[src/design/risky_macros.svh]
`ifndef RISKY_MACROS_SVH
`define RISKY_MACROS_SVH

// Core sizing
`define RISKY_XLEN      32
`define RISKY_NREGS     32
`define RISKY_RESET_PC  32'h0000_0000

// Major opcodes
`define RISKY_OP_LUI    7'b0110111
`define RISKY_OP_AUIPC  7'b0010111
`define RISKY_OP_JAL    7'b1101111
`define RISKY_OP_JALR   7'b1100111
`define RISKY_OP_BRANCH 7'b1100011
`define RISKY_OP_LOAD   7'b0000011
`define RISKY_OP_STORE  7'b0100011
`define RISKY_OP_OP_IMM 7'b0010011
`define RISKY_OP_OP     7'b0110011

// ALU funct3
`define RISKY_F3_ADD    3'b000 // ADD/SUB
`define RISKY_F3_SLL    3'b001
`define RISKY_F3_SLT    3'b010
`define RISKY_F3_SLTU   3'b011
`define RISKY_F3_XOR    3'b100
`define RISKY_F3_SR     3'b101 // SRL/SRA
`define RISKY_F3_OR     3'b110
`define RISKY_F3_AND    3'b111

// Branch funct3
`define RISKY_F3_BEQ    3'b000
`define RISKY_F3_BNE    3'b001
`define RISKY_F3_BLT    3'b100
`define RISKY_F3_BGE    3'b101
`define RISKY_F3_BLTU   3'b110
`define RISKY_F3_BGEU   3'b111

`define RISKY_F7_ALT    7'b0100000 // SUB and SRA

`endif

[src/design/risky_pkg.sv]
`default_nettype none

`include "risky_macros.svh"

package risky_pkg;

    typedef struct packed {
        logic [6:0] funct7;
        logic [4:0] rs2;
        logic [4:0] rs1;
        logic [2:0] funct3;
        logic [4:0] rd;
        logic [6:0] opcode;
    } r_fmt_t;

    typedef struct packed {
        logic [11:0] imm;
        logic [4:0]  rs1;
        logic [2:0]  funct3;
        logic [4:0]  rd;
        logic [6:0]  opcode;
    } i_fmt_t;

    // Also carries the B layout
    typedef struct packed {
        logic [6:0] imm_hi;
        logic [4:0] rs2;
        logic [4:0] rs1;
        logic [2:0] funct3;
        logic [4:0] imm_lo;
        logic [6:0] opcode;
    } s_fmt_t;

    typedef struct packed {
        logic [19:0] imm; // U immediate, or scrambled J immediate
        logic [4:0]  rd;
        logic [6:0]  opcode;
    } u_fmt_t;

    typedef union packed {
        r_fmt_t      r_fmt;
        i_fmt_t      i_fmt;
        s_fmt_t      s_fmt;
        u_fmt_t      u_fmt;
        logic [31:0] raw;
    } inst_t;

    typedef enum logic [1:0] {PC_HOLD, PC_PLUS4, PC_ALU, PC_BRANCH} pc_sel_e;
    typedef enum logic [1:0] {A_RS1, A_PC, A_ZERO} a_sel_e;
    typedef enum logic [1:0] {B_RS2, B_IMM} b_sel_e;
    typedef enum logic [1:0] {ALU_ADD, ALU_FUNC, ALU_CMP} alu_mode_e;
    typedef enum logic [1:0] {WB_ALU, WB_PC4, WB_MEM} wb_sel_e;

    typedef struct packed {
        logic      ir_load;
        pc_sel_e   pc_sel;
        a_sel_e    a_sel;
        b_sel_e    b_sel;
        alu_mode_e alu_mode;
        logic      rf_we;
        wb_sel_e   wb_sel;
        logic      addr_load;
        logic      mem_rd;
        logic      mem_wr;
        logic      mem_from_addr; // Address register drives the bus
    } uop_t;

    typedef struct packed {
        logic [`RISKY_XLEN-1:0] addr;
        logic [`RISKY_XLEN-1:0] wdata;
        logic                   rd_en;
        logic                   wr_en;
    } mem_req_t;

endpackage

`default_nettype wire

[src/design/risky_ctrl.sv]
`timescale 1ns/1ps
`default_nettype none

`include "risky_macros.svh"

module risky_ctrl
    import risky_pkg::*;
(
    input  logic       clk,
    input  logic       rst_n,
    input  logic [6:0] opcode,
    output uop_t       uop,
    output logic       halted
);

    typedef enum logic [1:0] {S_FETCH, S_EXEC, S_MEM, S_HALT} state_e;

    state_e state, state_nxt;

    always_ff @(posedge clk or negedge rst_n) begin
        if (!rst_n) begin
            state <= S_FETCH;
        end else begin
            state <= state_nxt;
        end
    end

    assign halted = (state == S_HALT);

    always_comb begin
        uop       = '0; // Everything idle, PC held
        state_nxt = state;
        case (state)
            S_FETCH: begin
                uop.ir_load = 1'b1;
                uop.mem_rd  = 1'b1;
                state_nxt   = S_EXEC;
            end
            S_EXEC: begin
                state_nxt = S_FETCH;
                case (opcode)
                    `RISKY_OP_LUI, `RISKY_OP_AUIPC: begin
                        uop.a_sel  = (opcode == `RISKY_OP_LUI) ? A_ZERO : A_PC;
                        uop.b_sel  = B_IMM;
                        uop.rf_we  = 1'b1;
                        uop.pc_sel = PC_PLUS4;
                    end
                    `RISKY_OP_JAL, `RISKY_OP_JALR: begin
                        uop.a_sel  = (opcode == `RISKY_OP_JAL) ? A_PC : A_RS1;
                        uop.b_sel  = B_IMM;
                        uop.rf_we  = 1'b1;
                        uop.wb_sel = WB_PC4; // Link address
                        uop.pc_sel = PC_ALU;
                    end
                    `RISKY_OP_BRANCH: begin
                        uop.alu_mode = ALU_CMP;
                        uop.pc_sel   = PC_BRANCH; // Datapath picks target
                    end
                    `RISKY_OP_OP, `RISKY_OP_OP_IMM: begin
                        uop.b_sel    = (opcode == `RISKY_OP_OP) ? B_RS2 : B_IMM;
                        uop.alu_mode = ALU_FUNC;
                        uop.rf_we    = 1'b1;
                        uop.pc_sel   = PC_PLUS4;
                    end
                    `RISKY_OP_LOAD, `RISKY_OP_STORE: begin
                        // Effective address rs1 + imm
                        uop.b_sel     = B_IMM;
                        uop.addr_load = 1'b1;
                        state_nxt     = S_MEM;
                    end
                    default: state_nxt = S_HALT; // Undefined opcode
                endcase
            end
            S_MEM: begin
                uop.mem_from_addr = 1'b1;
                uop.pc_sel        = PC_PLUS4;
                state_nxt         = S_FETCH;
                if (opcode == `RISKY_OP_LOAD) begin
                    uop.mem_rd = 1'b1;
                    uop.rf_we  = 1'b1;
                    uop.wb_sel = WB_MEM;
                end else begin
                    uop.mem_wr = 1'b1;
                end
            end
            default: state_nxt = S_HALT; // Only reset leaves HALT
        endcase
    end

    // Memory port never sees both strobes
    assert property (@(posedge clk) disable iff (!rst_n) !(uop.mem_rd && uop.mem_wr))
        else $error("ctrl: read and write strobes together");

    // Halt is sticky and silent
    assert property (@(posedge clk) disable iff (!rst_n)
        halted |=> halted && !uop.mem_rd && !uop.mem_wr && !uop.rf_we)
        else $error("ctrl: activity after halt");

endmodule

`default_nettype wire

[src/design/risky_regfile.sv]
`timescale 1ns/1ps
`default_nettype none

`include "risky_macros.svh"

module risky_regfile (
    input  logic                   clk,
    input  logic                   rst_n,
    input  logic [4:0]             rs1_idx,
    input  logic [4:0]             rs2_idx,
    input  logic [4:0]             rd_idx,
    input  logic [`RISKY_XLEN-1:0] rd_data,
    input  logic                   we,
    output logic [`RISKY_XLEN-1:0] rs1_data,
    output logic [`RISKY_XLEN-1:0] rs2_data
);

    logic [`RISKY_XLEN-1:0] regs [`RISKY_NREGS];

    always_ff @(posedge clk or negedge rst_n) begin
        if (!rst_n) begin
            for (int i = 0; i < `RISKY_NREGS; i++) regs[i] <= '0;
        end else if (we && rd_idx != 5'd0) begin // x0 is never written
            regs[rd_idx] <= rd_data;
        end
    end

    assign rs1_data = regs[rs1_idx];
    assign rs2_data = regs[rs2_idx];

    assert property (@(posedge clk) disable iff (!rst_n)
        (rs1_idx == 5'd0) |-> (rs1_data == '0))
        else $error("regfile: x0 reads nonzero");

endmodule

`default_nettype wire

[src/design/risky_imm.sv]
`timescale 1ns/1ps
`default_nettype none

`include "risky_macros.svh"

module risky_imm
    import risky_pkg::*;
(
    input  inst_t                  inst,
    output logic [`RISKY_XLEN-1:0] imm
);

    always_comb begin
        case (inst.r_fmt.opcode)
            `RISKY_OP_OP_IMM, `RISKY_OP_LOAD, `RISKY_OP_JALR:
                imm = {{(`RISKY_XLEN-12){inst.i_fmt.imm[11]}}, inst.i_fmt.imm};
            `RISKY_OP_STORE:
                imm = {{(`RISKY_XLEN-12){inst.s_fmt.imm_hi[6]}},
                       inst.s_fmt.imm_hi, inst.s_fmt.imm_lo};
            `RISKY_OP_BRANCH: // imm[12|10:5] in hi, imm[4:1|11] in lo
                imm = {{(`RISKY_XLEN-12){inst.s_fmt.imm_hi[6]}}, inst.s_fmt.imm_lo[0],
                       inst.s_fmt.imm_hi[5:0], inst.s_fmt.imm_lo[4:1], 1'b0};
            `RISKY_OP_LUI, `RISKY_OP_AUIPC:
                imm = {inst.u_fmt.imm, 12'd0};
            `RISKY_OP_JAL: // Bits are stored as imm[20|10:1|11|19:12]
                imm = {{(`RISKY_XLEN-20){inst.u_fmt.imm[19]}}, inst.u_fmt.imm[7:0],
                       inst.u_fmt.imm[8], inst.u_fmt.imm[18:9], 1'b0};
            default: imm = '0;
        endcase
    end

endmodule

`default_nettype wire

[src/design/risky_alu.sv]
`timescale 1ns/1ps
`default_nettype none

`include "risky_macros.svh"

module risky_alu
    import risky_pkg::*;
(
    input  alu_mode_e              mode,
    input  logic [2:0]             funct3,
    input  logic                   alt,
    input  logic [`RISKY_XLEN-1:0] a,
    input  logic [`RISKY_XLEN-1:0] b,
    output logic [`RISKY_XLEN-1:0] result,
    output logic                   taken
);

    logic [4:0] shamt;
    logic       lt_s;
    logic       lt_u;

    assign shamt = b[4:0]; // Shift amounts masked to five bits
    assign lt_s  = $signed(a) < $signed(b);
    assign lt_u  = a < b;

    always_comb begin
        result = a + b;
        taken  = 1'b0;
        case (mode)
            ALU_FUNC: begin
                case (funct3)
                    `RISKY_F3_ADD:  result = alt ? a - b : a + b;
                    `RISKY_F3_SLL:  result = a << shamt;
                    `RISKY_F3_SLT:  result = {{(`RISKY_XLEN-1){1'b0}}, lt_s};
                    `RISKY_F3_SLTU: result = {{(`RISKY_XLEN-1){1'b0}}, lt_u};
                    `RISKY_F3_XOR:  result = a ^ b;
                    `RISKY_F3_SR: begin
                        if (alt) result = $signed(a) >>> shamt; // Sign fill
                        else     result = a >> shamt;
                    end
                    `RISKY_F3_OR:   result = a | b;
                    default:        result = a & b; // AND
                endcase
            end
            ALU_CMP: begin
                case (funct3)
                    `RISKY_F3_BEQ:  taken = (a == b);
                    `RISKY_F3_BNE:  taken = (a != b);
                    `RISKY_F3_BLT:  taken = lt_s;
                    `RISKY_F3_BGE:  taken = !lt_s;
                    `RISKY_F3_BLTU: taken = lt_u;
                    `RISKY_F3_BGEU: taken = !lt_u;
                    default:        taken = 1'b0;
                endcase
            end
            default: result = a + b; // Address and upper-immediate sums
        endcase
    end

endmodule

`default_nettype wire

[src/design/risky_datapath.sv]
`timescale 1ns/1ps
`default_nettype none

`include "risky_macros.svh"

module risky_datapath
    import risky_pkg::*;
(
    input  logic                   clk,
    input  logic                   rst_n,
    input  uop_t                   uop,
    input  logic [`RISKY_XLEN-1:0] mem_rdata,
    output mem_req_t               mem_req,
    output logic [6:0]             opcode
);

    logic [`RISKY_XLEN-1:0] pc;
    logic [`RISKY_XLEN-1:0] addr_q;
    inst_t                  ir;

    logic [`RISKY_XLEN-1:0] rs1_data, rs2_data, imm;
    logic [`RISKY_XLEN-1:0] op_a, op_b, alu_result, wb_data;
    logic [`RISKY_XLEN-1:0] pc_plus4, br_target, pc_next;
    logic                   taken;
    logic                   alt;

    risky_regfile u_regfile (
        .clk      (clk),
        .rst_n    (rst_n),
        .rs1_idx  (ir.r_fmt.rs1),
        .rs2_idx  (ir.r_fmt.rs2),
        .rd_idx   (ir.r_fmt.rd),
        .rd_data  (wb_data),
        .we       (uop.rf_we),
        .rs1_data (rs1_data),
        .rs2_data (rs2_data)
    );

    risky_imm u_imm (
        .inst (ir),
        .imm  (imm)
    );

    // funct7 only counts for register ops and immediate shifts
    assign alt = (ir.r_fmt.funct7 == `RISKY_F7_ALT) &&
                 (uop.b_sel == B_RS2 || ir.r_fmt.funct3 == `RISKY_F3_SR);

    risky_alu u_alu (
        .mode   (uop.alu_mode),
        .funct3 (ir.r_fmt.funct3),
        .alt    (alt),
        .a      (op_a),
        .b      (op_b),
        .result (alu_result),
        .taken  (taken)
    );

    always_comb begin
        case (uop.a_sel)
            A_PC:    op_a = pc;
            A_ZERO:  op_a = '0;
            default: op_a = rs1_data;
        endcase
        op_b = (uop.b_sel == B_IMM) ? imm : rs2_data;
        case (uop.wb_sel)
            WB_PC4:  wb_data = pc_plus4;
            WB_MEM:  wb_data = mem_rdata;
            default: wb_data = alu_result;
        endcase
    end

    assign pc_plus4  = pc + 4;
    assign br_target = pc + imm;

    always_comb begin
        case (uop.pc_sel)
            PC_PLUS4:  pc_next = pc_plus4;
            PC_ALU:    pc_next = {alu_result[`RISKY_XLEN-1:1], 1'b0}; // JALR clears bit 0
            PC_BRANCH: pc_next = taken ? br_target : pc_plus4;
            default:   pc_next = pc;
        endcase
    end

    always_ff @(posedge clk or negedge rst_n) begin
        if (!rst_n) begin
            pc <= `RISKY_RESET_PC;
            ir <= '0;
        end else begin
            pc <= pc_next;
            if (uop.ir_load) ir <= mem_rdata;
        end
    end

    always_ff @(posedge clk) begin
        if (uop.addr_load) addr_q <= alu_result;
    end

    // Word access only, low address bits dropped
    assign mem_req.addr  = uop.mem_from_addr ? {addr_q[`RISKY_XLEN-1:2], 2'b00} : pc;
    assign mem_req.wdata = rs2_data;
    assign mem_req.rd_en = uop.mem_rd;
    assign mem_req.wr_en = uop.mem_wr;

    assign opcode = ir.r_fmt.opcode;

    assert property (@(posedge clk) disable iff (!rst_n) pc[1:0] == 2'b00)
        else $error("datapath: PC not word aligned");

endmodule

`default_nettype wire

[src/design/risky.sv]
`timescale 1ns/1ps
`default_nettype none

`include "risky_macros.svh"

module risky
    import risky_pkg::*;
(
    input  logic                   clk,
    input  logic                   rst_n,
    input  logic [`RISKY_XLEN-1:0] mem_rdata,
    output mem_req_t               mem_req,
    output logic                   halted
);

    uop_t       uop;
    logic [6:0] opcode;

    risky_ctrl u_ctrl (
        .clk    (clk),
        .rst_n  (rst_n),
        .opcode (opcode),
        .uop    (uop),
        .halted (halted)
    );

    risky_datapath u_datapath (
        .clk       (clk),
        .rst_n     (rst_n),
        .uop       (uop),
        .mem_rdata (mem_rdata),
        .mem_req   (mem_req),
        .opcode    (opcode)
    );

endmodule

`default_nettype wire

[config.mk]
export PLATFORM = sky130hd
export DESIGN_NAME = risky
export DESIGN_NICKNAME = d
export VERILOG_FILES = /design/src/design/risky_pkg.sv /design/src/design/risky_ctrl.sv /design/src/design/risky_regfile.sv /design/src/design/risky_imm.sv /design/src/design/risky_alu.sv /design/src/design/risky_datapath.sv /design/src/design/risky.sv
export VERILOG_INCLUDE_DIRS = /design/src /design/src/design
export SDC_FILE = /design/constraint.sdc
export NUM_CORES = 2
export LEC_CHECK = 0
export BUFFER_PORTS_ARGS = -buffer_cell sky130_fd_sc_hd__buf_2
export CAP_MARGIN = 20
export CORE_UTILIZATION = 46
export DETAILED_ROUTE_END_ITERATION = 7
export GPL_ROUTABILITY_DRIVEN = 0
export HOLD_SLACK_MARGIN = 0.06
export PLACE_DENSITY = 0.73
export SKIP_LAST_GASP = 1
export SLEW_MARGIN = 0
export SYNTH_ARGS = -nofsm -noshare
export SYNTH_HDL_FRONTEND = slang
export SYNTH_SLANG_ARGS = --single-unit
[constraint.sdc]
create_clock -name clk -period 15.5 [get_ports clk]
set_clock_uncertainty 0.1 [all_clocks]
set_input_delay 0.775 -clock clk [delete_from_list [all_inputs] [get_ports clk]]
set_output_delay 0.775 -clock clk [all_outputs]
set_load 0.005 [all_outputs]
Yosys cells after proc, flatten, opt, wreduce, memory -nomap -nowiden
Cells that the tools add are included.
Widths: inputs -> output; s select.
{ "totals": {"output_inout_bits": 67, "inputBits": 34, "word_cells": 151, "reg_bits": 1122} }
{ "op_classes": {"reduce_logical": 20, "shifts": 3, "n_lt_le_gt_ge": 6, "n_eq_ne": 32, "n_bitwise": 6, "mux": 44, "n_addsub": 4} }
{ "op_table": {"columns": ["op", "n"], "rows": [
  ["$bwmux 1024", 1],
  ["$mux 32", 11],
  ["$bmux 32 s5", 2],
  ["$pmux 32 s7", 1],
  ["$demux 32 s5", 1],
  ["$pmux 32 s5", 1],
  ["$pmux 32 s2", 2],
  ["$pmux 32 s3", 1],
  ["$add 32x32->32", 2],
  ["$lt 32x32->1", 2],
  ["$add 32x3->32 const B", 1],
  ["$and 32x32->32", 1],
  ["$eq 32x32->1", 1],
  ["$ne 32x32->1", 1],
  ["$or 32x32->32", 1],
  ["$shl 32x5->32", 1],
  ["$shr 32x5->32", 1],
  ["$sshr 32x5->32", 1],
  ["$sub 32x32->32", 1],
  ["$xor 32x32->32", 1],
  ["$eq 7x6->1 const B", 4],
  ["$eq 7x7->1 const B", 3],
  ["$pmux 2 s2", 5],
  ["$ge 6x6->1 const B", 3],
  ["other kinds (29)", 66]
]} }

Longest topological paths before layout
{ "depth": {"ltp_word": 12, "ltp_mapped": 31, "mapped_depth_nobuf": 25} }

By module
Synthesis repeated with hierarchy kept, for this count alone.
{ "hier_totals": {"cells_unflattened": 7083, "hier_area_um2": 74402.6} }
{ "modules_own_cells": {"columns": ["module", "cells_per_inst", "n_inst", "area_per_inst_um2", "seq_area_each_um2"], "rows": [
  ["risky_regfile", 4601, 1, 55942.4, 25624.6],
  ["risky_alu", 1403, 1, 9380.2, 0.0],
  ["risky_datapath", 948, 1, 8149.1, 2502.4],
  ["risky_imm", 79, 1, 546.8, 0.0],
  ["risky_ctrl", 52, 1, 384.1, 50.0]
]} }

Worst setup path before layout
OpenSTA, ideal clock, no wires.
{ "synth_path": {"path_kind": "register -> register", "start": "reg u_datapath.ir[22] (netlist bit)", "end": "reg u_datapath.pc[4]", "arrival_time_ns": 6.508, "synth_period_minus_slack_ns": 6.734, "required_ns": 15.274, "path_stages_with_launch": 25, "setup_slack_ns": 8.766, "n_path_buf": 8, "setup_time_ns": 0.126, "cell_sequence": "dfrtp_1 -> buf_4 -> buf_4 -> buf_2 -> buf_2 -> buf_1 -> buf_1 -> mux4_2 -> nand2_1 -> nand2_1 -> o21a_1 -> ha_1 -> clkbuf_1 -> or3b_2 -> or3_1 -> o21bai_1 -> o31ai_1 -> and2_1 -> a31o_2 -> a222oi_1 -> a31oi_1 -> clkbuf_1 -> o32ai_1 -> o21ai_0 -> a221o_1"} }
{ "synth_lines": {"columns": ["item", "line_no", "source"], "rows": [
  ["from (decl)", "risky_datapath.sv:19", "inst_t ir;"],
  ["from (signal assigned)", "risky_datapath.sv:90", "if (uop.ir_load) ir <= mem_rdata;"],
  ["to (signal assigned)", "risky_datapath.sv:86", "pc <= `RISKY_RESET_PC;"],
  ["to (signal assigned)", "risky_datapath.sv:89", "pc <= pc_next;"],
  ["to (decl)", "risky_datapath.sv:17", "logic [`RISKY_XLEN-1:0] pc;"]
]} }

Worst setup path after layout
{ "layout_path": {"start": "reg u_datapath.ir[20] (netlist bit)", "end": "reg u_datapath.u_regfile.regs[669] (netlist bit)"} }
{ "layout_via": {"elab_chain_cells": 11, "word_cells_on_any_way": 20, "cone_classes": "2 x add/sub; 3 x shift; 11 x mux; 4 x bitwise"} }
{ "layout_lines": {"columns": ["item", "line_no", "source"], "rows": [
  ["$not 5->6 (implied by the code)", "risky_regfile.sv:29", "assign rs2_data = regs[rs2_idx];"],
  ["$bmux 32 s5", "risky_regfile.sv:29", null],
  ["$mux 32 (implied by the code) (2 in a row)", "risky_regfile.sv:29", null],
  ["$mux 32 (*)", "risky_datapath.sv:64", "op_b = (uop.b_sel == B_IMM) ? imm : rs2_data;"],
  ["$add 32x32->32, or another cell as far along", "risky_alu.sv:27, risky_alu.sv:32, risky_alu.sv:56", null],
  ["$mux 32 (on tied branches)", "risky_alu.sv:32, risky_alu.sv:38", null],
  ["$pmux 32 s7", "risky_alu.sv:31", "case (funct3)"],
  ["$mux 32 (*)", null, null],
  ["$pmux 32 s2 (*)", "risky_datapath.sv:65", "case (uop.wb_sel)"],
  ["$bwmux 1024 (*)", "risky_regfile.sv:24", "regs[rd_idx] <= rd_data;"],
  ["to (signal, indexed assignment)", "risky_regfile.sv:24", null],
  ["to (decl)", "risky_regfile.sv:18", "logic [`RISKY_XLEN-1:0] regs [`RISKY_NREGS];"]
]} }
Every way passes the cells marked *; elsewhere a longest branch is shown, timed or not. The select of a mux whose other input is x is not followed.
A chain may end at the register's enable or synchronous reset.

==> impl_metrics.yaml <==
synth:
  synthMuxAreaShare_pct: 22.8
  ys_ff_latch: 1120
  synth_top_family_by_area: "multiplexers"
  synth_fp_nets: 7487
  synth_cell_types: 106
  synth_cells: 7309
  synth_fa_ha_area_share_pct: 2.56
  synth-simple-area-share_pct: 11.1
  synthArstFlopShare_pct: 97.3
  synth-edff-count: 30
  syn_area_um2: 71100
  avgSynthCellArea_um2: 9.73
  yosys_warnings: 0
  synth_xor_area_share_pct: 1.34
  synth-compound-area-share_pct: 17.4
  ys_seq_area_share_pct: 39.6
  synthFlopType: "dfrtp_1"
detailed_routing:
  dr.pass1.iters: 8
  drt_wl_total_um: 272000
  drcViolationCount: 227
  ant_nets: 0
  wl_per_cell_um: 29.9
  vias_per_cell: 6.94
  vias: 63100
  drtIter0Drc: 10400
final_layout:
  num-nets-final: 7140
  most-common-layout-cells: "1171 x nand2_1, 1084 x dfrtp_1, 782 x o21ai_0, 656 x mux2i_1, 306 x mux4_2"
  fin_util_pct: 50.3
  final_common_cell: "nand2_1"
  drive_above_1_share_pct: 16.0
  area_growth_syn_to_layout_pct: 8.05
  fillers: 13600
clock_tree:
  cts_setup_buffers: 0
  clk_pin_slew_ns: 0.07
  cts_buffer_depth: 3
  cts_buffers: 116
  cts_num_sinks: 1120
  cts_root_buffer: "clkbuf_16"
  worstSkewPairLatency_ns: 0.79
  cts_tree: "yes"
  h-tree-depth: 3
die:
  die_h_um: 395
  initial_utilization_pct: 46.6
  die_area_um2: 156000
  rows: 143
  die_w_um: 395
  core_um2: 153000
  ios: 101
placement:
  post-dp-hpwl_um: 166000
  io_buffers: 100
  pre_cts_ws_ns: 6.21
setup_path:
  cp.arrival_ns: 10.29
  rr_worst_depth: 21
  endpoint: "u_datapath.u_regfile.regs[669]"
  crit_start: "u_datapath.ir[20]"
  crit_fanout: 77
  required_ns: 15.97
  regToRegEndpoint: "u_datapath.u_regfile.regs[669]"
  worstReg2RegStart: "u_datapath.ir[20]"
  cp-start-kind: "flip-flop"
  reg2reg_slack_ns: 5.69
  endpoint_kind: "flip-flop"
  critical_path_class: "reg2reg"
grt:
  grt_pass1_wl_um: 398000
  grt_overflow: 0
  grt_max_degree: 195
  antenna_found_initial: 11
  grt_pass1_vias: 60300
  grt_use_total_pct: 34.0
sta:
  setup_tns_ns: 0
  fmaxAchievable_mhz: 102
  worstMarginPinSlew_ns: 1.28
  grt_setup_unrepaired: "no"
  hold_viol: 0
  fin_crit_sh_pct: 63.3
  min_period_ns: 9.81
  slew_headroom_pct: 14.0
  slew_violations: 0
  finalSetupViolCount: 0
  fin_ws_ns: 5.69
job:
  cap_viol_max_count: 0
status:
  failed_checks: "DRC"
  status: "finished, violations left"
min_path:
  hold_path_class: "in2reg"
==> worst min path at each step <==
stage	from	endpoint	depth (start not counted)	slack, ns
final	mem_rdata[2]	u_datapath.ir[2]	3	0.15
after global routing	mem_rdata[13]	u_datapath.ir[13]	2	0.17
after CTS	mem_rdata[2]	u_datapath.ir[2]	3	0.13
after detailed placement	u_datapath.u_regfile.regs[1023]	u_datapath.u_regfile.regs[1023]	0	0.29
after global placement	u_datapath.u_regfile.regs[1013]	u_datapath.u_regfile.regs[1013]	0	0.28
after floorplan	u_datapath.u_regfile.regs[1000]	u_datapath.u_regfile.regs[1000]	1	0.35
==> worst max-delay path: stages, from the launching register on <==
cell and delay, ns:
dfrtp_4 0.95, buf_12 0.52, buf_4 0.72, mux4_2 0.59
mux4_2 0.46, nand2_1 0.09, nand2_1 0.16, o21ai_0 0.92
ha_1 0.47, inv_1 0.23, o211ai_1 0.14, a211oi_1 0.44
nor3_1 0.13, a31oi_1 0.68, nor3b_1 0.53, o21ai_0 0.38
nand3_1 0.19, a21oi_1 0.07, or3_1 0.37, o221ai_1 0.31
a31o_2 0.70, o21ai_0 0.21
==> state kept, by name, indices dropped and copies added (netlist names) <==
register,flops
u_ctrl.state,2
u_datapath.addr_q,30
u_datapath.pc,32
u_datapath.u_regfile.regs,1024
u_datapath.ir,32
==> logic make-up after synthesis <==
kind of cell | Yosys count
xor+xnor | 109
fa+ha+maj | 144
flops | 1120
compound gates | 2005
mux | 1199
simple gates | 1872
buf+inv | 860
==> cell usage after synthesis, drive strengths merged, types with 150 or more instances <==
master | number | area [um2]
nand2 | 1202 | 4510
dfrtp | 1090 | 27300
mux4 | 310 | 7000
a22oi | 282 | 2120
inv | 150 | 566
o21ai | 1050 | 5380
a21oi | 197 | 993
nor2 | 239 | 905
clkbuf | 485 | 1830
mux2 | 226 | 2540
buf | 212 | 1200
mux2i | 663 | 6700
nand3 | 200 | 1010
==> per-stage QoR <==
step           area, um2  hold slack (ns)  std cells
5_1_grt            76900            0.166       9086
4_1_cts            76600            0.131       9069
3_3_place_gp       72600            0.281       8850
3_5_place_dp       72700            0.285       8856
2_1_floorplan      71100            0.345       7309
6_report           76900            0.150       9092
==> routing by layer <==
layer / share of wire (%) / track usage [%] / up-vias
li1: - / - / 25900
met1: 36 / 43.7 / 30800
met2: 41 / 47.7 / 5003
met3: 15 / 12.9 / 1344
met5: 0.023 / 0.123 / -
met4: 8.1 / 22.2 / 10
==> cell type report <==
type / count / area (um2) / area share, %
multi-input combinational: 5329 / 39800 / 51.7
sequential: 1120 / 28200 / 36.7
clock inverter: 50 / 583 / 0.758
clock buffer: 162 / 3380 / 4.39
timing repair buffer: 242 / 1830 / 2.38
inverter: 153 / 577 / 0.750
antenna: 6 / 15.0 / 0.0195
tap: 2030 / 2540 / 3.30
==> timing repair <==
action                    in CTS  in global routing
resized for setup              0                  0
hold buffers                   1                  0
hold endpoints to repair      90                  0
Power is not shown: default switching activity piles up to over one toggle a cycle in this logic, so the estimate is an artifact.
